--- src/arcade_consts.svh ---
// Scan codes, joystick bit positions, reset hold length and data widths
`ifndef ARCADE_CONSTS_SVH
`define ARCADE_CONSTS_SVH

// ==================================================
// Keyboard scan codes (set 2)
// ==================================================
`define KEY_UP      8'h75
`define KEY_DOWN    8'h72
`define KEY_LEFT    8'h6B
`define KEY_RIGHT   8'h74
`define KEY_COIN    8'h76 // Esc
`define KEY_START1  8'h05 // F1
`define KEY_START2  8'h06 // F2
`define KEY_FIRE2   8'h11 // Alt
`define KEY_FIRE1   8'h29 // Space

// Joystick bit positions, fire2 sits at bit 5
`define JOY_RIGHT   0
`define JOY_LEFT    1
`define JOY_DOWN    2
`define JOY_UP      3
`define JOY_FIRE1   4

// ==================================================
// Reset stretch and widths
// ==================================================
`define RESET_HOLD_CYCLES 16
`define RESET_CNT_W       5
`define SCAN_CODE_W       8
`define JOY_W             8
`define SAMPLE_W          8
`define MIX_W             11
`define MIX_MAX           1275 // 255 + 4 * 255

`endif

--- src/av_pkg.sv ---
// Audio types: channel sample, mixed value, channel pair
`include "arcade_consts.svh"

package av_pkg;

	typedef logic [`SAMPLE_W-1:0] sample_t;

	// Wide enough for a + 4*b
	typedef logic [`MIX_W-1:0] mix_t;

	typedef struct packed {
		sample_t a;
		sample_t b; // Weighted by four in the mix
	} audio_pair_t;

endpackage

--- src/ctrl_pkg.sv ---
// Control types: key event, buttons, joystick, player vector, config, reset FSM state
`include "arcade_consts.svh"

package ctrl_pkg;

	typedef logic [`SCAN_CODE_W-1:0] scan_code_t;
	typedef logic [`JOY_W-1:0]       joy_t;      // right, left, down, up, fire1, fire2 from bit 0
	typedef logic [`RESET_CNT_W-1:0] hold_cnt_t;

	// Keyboard event word, toggle flips once per event
	typedef struct packed {
		logic       toggle;
		logic       pressed;
		logic       extended;
		scan_code_t code;
	} key_event_t;

	typedef struct packed {
		logic up;
		logic down;
		logic left;
		logic right;
		logic coin;
		logic start1;
		logic start2;
		logic fire1;
		logic fire2;
	} key_btn_t;

	// Same field order as the game's CSJUDLR port
	typedef struct packed {
		logic coin;
		logic start;
		logic jump;
		logic up;
		logic down;
		logic left;
		logic right;
	} player_ctl_t;

	typedef struct packed {
		logic rotate;     // 1 = controls not rotated
		logic reset_req;
		logic reset_trig;
	} cfg_t;

	typedef enum logic [1:0] {
		RST_ASSERT,
		RST_HOLD,
		RST_RUN
	} reset_state_t;

endpackage

--- src/arcade_io_top.sv ---
// Control and audio top level: key decoder, mapper, reset FSM, hold timer, DAC
module arcade_io_top (
	input  logic                   clk_24,
	input  logic                   reset,
	input  ctrl_pkg::key_event_t   key_event,
	input  ctrl_pkg::joy_t         joy_0,
	input  ctrl_pkg::joy_t         joy_1,
	input  ctrl_pkg::cfg_t         cfg,
	input  logic                   user_reset,
	input  av_pkg::audio_pair_t    audio,
	output ctrl_pkg::player_ctl_t  p1,
	output ctrl_pkg::player_ctl_t  p2,
	output logic                   game_reset,
	output logic                   audio_bit
);

	ctrl_pkg::key_btn_t btns;
	logic reset_any;
	logic timer_start;
	logic timer_done;

	// Any source holds the game in reset
	assign reset_any = cfg.reset_req | cfg.reset_trig | user_reset;

	// ==================================================
	// Controls
	// ==================================================
	key_decoder key_decoder_inst (
		.clk_24    (clk_24),
		.reset     (reset),
		.key_event (key_event),
		.btns      (btns)
	);

	control_mapper control_mapper_inst (
		.clk_24 (clk_24),
		.reset  (reset),
		.btns   (btns),
		.joy_0  (joy_0),
		.joy_1  (joy_1),
		.rotate (cfg.rotate),
		.p1     (p1),
		.p2     (p2)
	);

	// ==================================================
	// Game reset
	// ==================================================
	reset_sequencer reset_sequencer_inst (
		.clk_24      (clk_24),
		.reset       (reset),
		.reset_req   (reset_any),
		.timer_done  (timer_done),
		.timer_start (timer_start),
		.game_reset  (game_reset)
	);

	reset_timer reset_timer_inst (
		.clk_24 (clk_24),
		.reset  (reset),
		.start  (timer_start),
		.done   (timer_done)
	);

	audio_dac audio_dac_inst (
		.clk_24    (clk_24),
		.reset     (reset),
		.audio     (audio),
		.audio_bit (audio_bit)
	);

endmodule

--- src/audio_dac.sv ---
// Two-channel audio mixer with a first-order delta-sigma output
`include "arcade_consts.svh"

module audio_dac (
	input  logic                 clk_24,
	input  logic                 reset,
	input  av_pkg::audio_pair_t  audio,
	output logic                 audio_bit
);

	av_pkg::mix_t mix;
	av_pkg::mix_t acc;
	logic [`MIX_W:0] sum; // Carry in the top bit

	// Mix a + 4*b
	always_ff @(posedge clk_24) begin
		mix <= av_pkg::mix_t'(audio.a) + {audio.b, 2'b00};
	end

	assign sum = {1'b0, acc} + {1'b0, mix};

	// ==================================================
	// Accumulator with the carry out as the bit stream
	// ==================================================
	always_ff @(posedge clk_24) begin
		if (reset) begin
			acc       <= '0;
			audio_bit <= 1'b0;
		end else begin
			acc       <= sum[`MIX_W-1:0];
			audio_bit <= sum[`MIX_W];
		end
	end

	// Output bit high exactly when the accumulator wrapped
	a_carry_wrap: assert property (
		@(posedge clk_24) disable iff (reset)
		audio_bit == (acc < $past(acc))
	);

endmodule

--- src/control_mapper.sv ---
// Merges keyboard and joysticks into the two registered player control vectors
`include "arcade_consts.svh"

module control_mapper (
	input  logic                   clk_24,
	input  logic                   reset,
	input  ctrl_pkg::key_btn_t     btns,
	input  ctrl_pkg::joy_t         joy_0,
	input  ctrl_pkg::joy_t         joy_1,
	input  logic                   rotate,
	output ctrl_pkg::player_ctl_t  p1,
	output ctrl_pkg::player_ctl_t  p2
);

	logic up_any, down_any, left_any, right_any;
	logic m_up, m_down, m_left, m_right;
	logic fire;

	// Keyboard plus both sticks
	assign up_any    = btns.up    | joy_0[`JOY_UP]    | joy_1[`JOY_UP];
	assign down_any  = btns.down  | joy_0[`JOY_DOWN]  | joy_1[`JOY_DOWN];
	assign left_any  = btns.left  | joy_0[`JOY_LEFT]  | joy_1[`JOY_LEFT];
	assign right_any = btns.right | joy_0[`JOY_RIGHT] | joy_1[`JOY_RIGHT];
	assign fire      = btns.fire1 | joy_0[`JOY_FIRE1] | joy_1[`JOY_FIRE1];

	// Rotated cabinet when rotate is low
	assign m_up    = rotate ? up_any    : right_any;
	assign m_down  = rotate ? down_any  : left_any;
	assign m_left  = rotate ? left_any  : up_any;
	assign m_right = rotate ? right_any : down_any;

	always_ff @(posedge clk_24) begin
		if (reset) begin
			p1 <= '0;
			p2 <= '0;
		end else begin
			p1.coin  <= btns.coin;
			p1.start <= btns.start1;
			p1.jump  <= fire;
			p1.up    <= 1'b0;
			p1.down  <= 1'b0;
			p1.left  <= m_left;
			p1.right <= m_right;

			p2.coin  <= 1'b0; // Coin slot is shared on p1
			p2.start <= btns.start2;
			p2.jump  <= fire;
			p2.up    <= 1'b0;
			p2.down  <= 1'b0;
			p2.left  <= m_up;
			p2.right <= m_down;
		end
	end

endmodule

--- src/key_decoder.sv ---
// Keyboard event decoder that latches the pressed state of each known key
`include "arcade_consts.svh"

module key_decoder (
	input  logic                  clk_24,
	input  logic                  reset,
	input  ctrl_pkg::key_event_t  key_event,
	output ctrl_pkg::key_btn_t    btns
);

	logic prev_toggle;
	logic toggle_chg;

	assign toggle_chg = key_event.toggle != prev_toggle;

	// Last toggle seen on the event word
	always_ff @(posedge clk_24) begin
		prev_toggle <= key_event.toggle;
	end

	always_ff @(posedge clk_24) begin
		if (reset) begin
			btns <= '0;
		end else if (toggle_chg) begin
			case (key_event.code)
				`KEY_UP:     btns.up     <= key_event.pressed;
				`KEY_DOWN:   btns.down   <= key_event.pressed;
				`KEY_LEFT:   btns.left   <= key_event.pressed;
				`KEY_RIGHT:  btns.right  <= key_event.pressed;
				`KEY_COIN:   btns.coin   <= key_event.pressed;
				`KEY_START1: btns.start1 <= key_event.pressed;
				`KEY_START2: btns.start2 <= key_event.pressed;
				`KEY_FIRE1:  btns.fire1  <= key_event.pressed;
				`KEY_FIRE2:  btns.fire2  <= key_event.pressed;
				default: begin
					// Unknown code leaves the buttons alone
				end
			endcase
		end
	end

	// ==================================================
	// Checks
	// ==================================================
	// Buttons only move on the edge after a toggle change
	a_btns_need_event: assert property (
		@(posedge clk_24) disable iff (reset)
		!toggle_chg |=> $stable(btns)
	);

endmodule

--- src/reset_sequencer.sv ---
// Reset FSM that stretches game_reset past the end of the reset request
module reset_sequencer (
	input  logic clk_24,
	input  logic reset,
	input  logic reset_req,
	input  logic timer_done,
	output logic timer_start,
	output logic game_reset
);

	ctrl_pkg::reset_state_t state;

	always_ff @(posedge clk_24) begin
		if (reset) begin
			state       <= ctrl_pkg::RST_ASSERT;
			timer_start <= 1'b0;
		end else begin
			// One-cycle kick when the request is seen low
			timer_start <= (state == ctrl_pkg::RST_ASSERT) && !reset_req;

			case (state)
				ctrl_pkg::RST_ASSERT: begin
					if (!reset_req)
						state <= ctrl_pkg::RST_HOLD;
				end
				ctrl_pkg::RST_HOLD: begin
					if (reset_req)
						state <= ctrl_pkg::RST_ASSERT; // Restart the stretch
					else if (timer_done)
						state <= ctrl_pkg::RST_RUN;
				end
				ctrl_pkg::RST_RUN: begin
					if (reset_req)
						state <= ctrl_pkg::RST_ASSERT;
				end
				default: state <= ctrl_pkg::RST_ASSERT;
			endcase
		end
	end

	assign game_reset = (state != ctrl_pkg::RST_RUN);

	// ==================================================
	// Checks
	// ==================================================
	// Game leaves reset only when the hold timer ends with no request
	a_run_after_hold: assert property (
		@(posedge clk_24) disable iff (reset)
		$fell(game_reset) |-> $past(timer_done) && !$past(reset_req)
	);

endmodule

--- src/reset_timer.sv ---
// Down-counter timing the reset hold, pulses done in its last cycle
`include "arcade_consts.svh"

module reset_timer (
	input  logic clk_24,
	input  logic reset,
	input  logic start,
	output logic done
);

	ctrl_pkg::hold_cnt_t cnt;
	logic busy;

	always_ff @(posedge clk_24) begin
		if (reset) begin
			cnt  <= '0;
			busy <= 1'b0;
		end else if (start) begin
			cnt  <= `RESET_CNT_W'(`RESET_HOLD_CYCLES);
			busy <= 1'b1;
		end else if (busy) begin
			cnt <= cnt - 1'b1;
			if (cnt == `RESET_CNT_W'(1))
				busy <= 1'b0; // Last cycle of the hold
		end
	end

	// A reload cancels the pending pulse
	assign done = (cnt == `RESET_CNT_W'(1)) && !start;

	// Counter and busy flag must agree
	a_no_done_idle: assert property (
		@(posedge clk_24) disable iff (reset)
		!busy |-> !done
	);

endmodule

--- config.mk ---
export PLATFORM = sky130hd
export DESIGN_NAME = arcade_io_top
export DESIGN_NICKNAME = d
export VERILOG_FILES = /design/src/av_pkg.sv /design/src/ctrl_pkg.sv /design/src/arcade_io_top.sv /design/src/audio_dac.sv /design/src/control_mapper.sv /design/src/key_decoder.sv /design/src/reset_sequencer.sv /design/src/reset_timer.sv
export VERILOG_INCLUDE_DIRS = /design/src
export SDC_FILE = /design/constraint.sdc
export NUM_CORES = 1
export LEC_CHECK = 0
export ABC_CLOCK_PERIOD_IN_PS = 4000
export BUFFER_PORTS_ARGS = -buffer_cell sky130_fd_sc_hd__buf_2
export CAP_MARGIN = 25
export CORE_MARGIN = 2
export CORE_UTILIZATION = 25
export CTS_CLUSTER_DIAMETER = 150
export DETAILED_ROUTE_END_ITERATION = 7
export SLEW_MARGIN = 10
export SYNTH_ARGS = -nofsm -noshare
export SYNTH_HDL_FRONTEND = slang
export SYNTH_SLANG_ARGS = --single-unit
--- constraint.sdc ---
create_clock -name clk_24 -period 4 [get_ports clk_24]
set_input_delay 0.2 -clock clk_24 [delete_from_list [all_inputs] [get_ports clk_24]]
set_output_delay 0.2 -clock clk_24 [all_outputs]
set_load 0.005 [all_outputs]
==> flow_summary.toml <==
[logic_synthesis]
yosysMostFrequentCell = "dfxtp_1"
yosys-top-cells-count = "49 x dfxtp_1, 27 x nor2_1, 19 x ha_1"
syn_area_um2 = 2335
yosys_warnings = 0
synth-edff-count = 0
synth_top_area_share_pct = 42.02
syn_area_per_cell_um2 = 9.376
async_flop_share_pct = 0
ys_ff_latch = 49
syn_inst = 249
synthFlopType = "dfxtp_1"
seq_area_frac_synth_pct = 42.02
yosysTopAreaCell = "dfxtp_1"
ys_top_cells_by_area = "dfxtp_1 42%, ha_1 10%, nor2_1 4.3%, nor3_1 3.6%, xnor2_1 3.4%"
ys_types = 45

[critical_path]
critPathArrivalTime_ns = 2.27
end_kind = "flip-flop"
cp_max_fo = 4
crit_required_ns = 4.18
r2r_cells = 8
critical_path_class = "reg -> reg"
startpoint = "audio_dac_inst.acc[0]"
r2r_start = "audio_dac_inst.acc[0]"
start_kind = "flip-flop"

[timing]
slew_headroom_pct = 54.37
tightest_slew_ns = 0.6845
finalSetupTns_ns = 0
post-route-period-util_pct = 52.29
final-hold-violation-count = 0
rsz0062_at_grt = "no"
setup_viol = 0
slew_viol_final = 0
skew_ns = 0.005620
hold_slack_ns = 0.03794
fmax_mhz = 478.1
period_minus_slack_ns = 2.092

[clocking]
h-tree-depth = 2
cts_num_sinks = 49
clkTransAtPathRegs_ns = 0.08
clk_path_buf_depth = 2
cts_tree = "yes"
cts_buffers = 5
clockRootBuffer = "clkbuf_8"
post_cts_resized = 0
clock_latency_ns = 0.29

[hold_path]
hold_depth = 1
hp-start = "key_event[10]"
min_path_type = "in -> reg"

[final_layout]
drive_gt1_share_pct = 21.19
layout.cells.non_filler = 413
final_util_pct = 30.65
fin_nets = 372
design_area_um2 = 2805
syn_to_final_growth_pct = 20.15
antenna_cells = 0

[floorplanning]
start_util_pct = 25.51
boundaryPins = 65
die_height_um = 100.6
die_area_um2 = 10130
rows = 35
core_area_um2 = 9153
die_w_um = 100.6

[detailed_routing]
firstDrtPassIters = 4
viasPerCell = 4.448
wire_per_inst_um = 10.02
ant_nets = 0
drt_wl_total_um = 4139
drt_iter0_drc = 20
drc = 0
vias = 1837

[placed_design]
gp_congestion = 0.8272
place_inst = 404
port-buffer-count = 52
placed_area_um2 = 2681
dpl.hpwl_um = 3192

[grt]
track_usage_pct = 8.420
grt_pass1_vias = 1663
grt_max_degree = 38
overflow = 0
grt_pass1_wl_um = 6955
antenna_found_initial = 0

[pwr]
power_density_nw_per_um2 = 471.8
leakage_nw = 1.245
ir_drop_v = 0.0001786

[job]
cap_violations = 0

[run_status]
status = "completed"
## cells in the final DEF, fill, tap and decap left out, types with 3 or more instances in the layout
| cell | instances |
|---|---|
| and3_1 | 3 |
| nor2_1 | 27 |
| nand2_1 | 8 |
| o21ai_0 | 5 |
| inv_1 | 9 |
| mux2i_1 | 7 |
| nor4_1 | 5 |
| xnor2_1 | 9 |
| a211oi_1 | 4 |
| dfxtp_1 | 49 |
| nor3_1 | 17 |
| buf_2 | 52 |
| a21o_1 | 3 |
| nor2b_1 | 9 |
| nand4_1 | 3 |
| xor2_1 | 4 |
| conb_1 | 5 |
| ha_1 | 19 |
| nand3_1 | 7 |
| clkbuf_8 | 5 |
| a21oi_1 | 12 |
| nand2b_1 | 6 |
## through the flow
stage                     setup WS (ns)  power (mW)
after floorplan                   2.146      0.9181
after global placement            1.961      0.9974
after detailed placement          1.908       1.007
after CTS                         1.894       1.354
after global routing              1.807       1.434
final                             1.909       1.324
## cell type report
cell class	instances	area, um^2
clock inverters	2	35.03
flip-flops and latches	49	980.9
clock buffers	5	68.82
multi-input cells	183	1267
well taps	111	138.9
repair buffers	54	280.3
inverters	9	33.78
fillers	945	6347
## cells by family after synthesis
| family | synth area share [%] |
|---|---|
| and+or+nand+nor | 22.29 |
| buffers and inverters | 4.341 |
| xor gates and xnor gates | 4.877 |
| adders and majority gates | 11.90 |
| AOI/OAI and AO/OA | 10.45 |
| DFF | 42.01 |
| other | 0.1606 |
| muxes | 3.966 |
## final timing paths
| kind | endpoint | slack [ns] |
|---|---|---|
| worst min register to register | reset_sequencer_inst.timer_start | 0.45 |
| worst min-delay path | key_decoder_inst.prev_toggle | 0.04 |
| worst max-delay path | audio_dac_inst.acc[10] | 1.91 |
| worst max register to register | audio_dac_inst.acc[10] | 1.91 |
## sequential cells by signal (all words and copies together) (netlist names)
register,cells
audio_dac_inst.acc,11
audio_dac_inst.mix,11
key_decoder_inst.btns,8
control_mapper_inst.p1,5
reset_timer_inst.cnt,5
control_mapper_inst.p2,3
reset_sequencer_inst.state,2
audio_dac_inst.audio_bit,1
key_decoder_inst.prev_toggle,1
reset_sequencer_inst.timer_start,1
reset_timer_inst.busy,1
## layer usage
layer,track usage [%],part of all wire [%],vias up
met5,0,0,-
met2,14.36,45,53
li1,-,-,974
met1,10.16,48,806
met4,3.267,1.4,0
met3,2.080,5.6,4
## power by group
part           switching (mW)  leakage, nW  internal [mW]  total, mW
Sequential             0.0228        0.404          0.555      0.578
Combinational           0.215        0.786          0.202      0.417
Clock                   0.147       0.0540          0.182      0.328
Total                   0.384         1.24          0.939       1.32
## critical path, stage by stage, from the launching register on
cell and delay [ns]:
dfxtp_1 0.32, ha_1 0.18, inv_1 0.06, fa_1 0.37, nor2b_1 0.21, o2111ai_1 0.22, a31oi_1 0.24, o22ai_1 0.11
mux2_2 0.27
## what timing repair did
item	4_1_cts	5_1_grt
endpoints found under the hold margin	2	0
hold buffers	2	0
setup buffers	0	0
No activity file was read; power rests on OpenSTA's default activity.
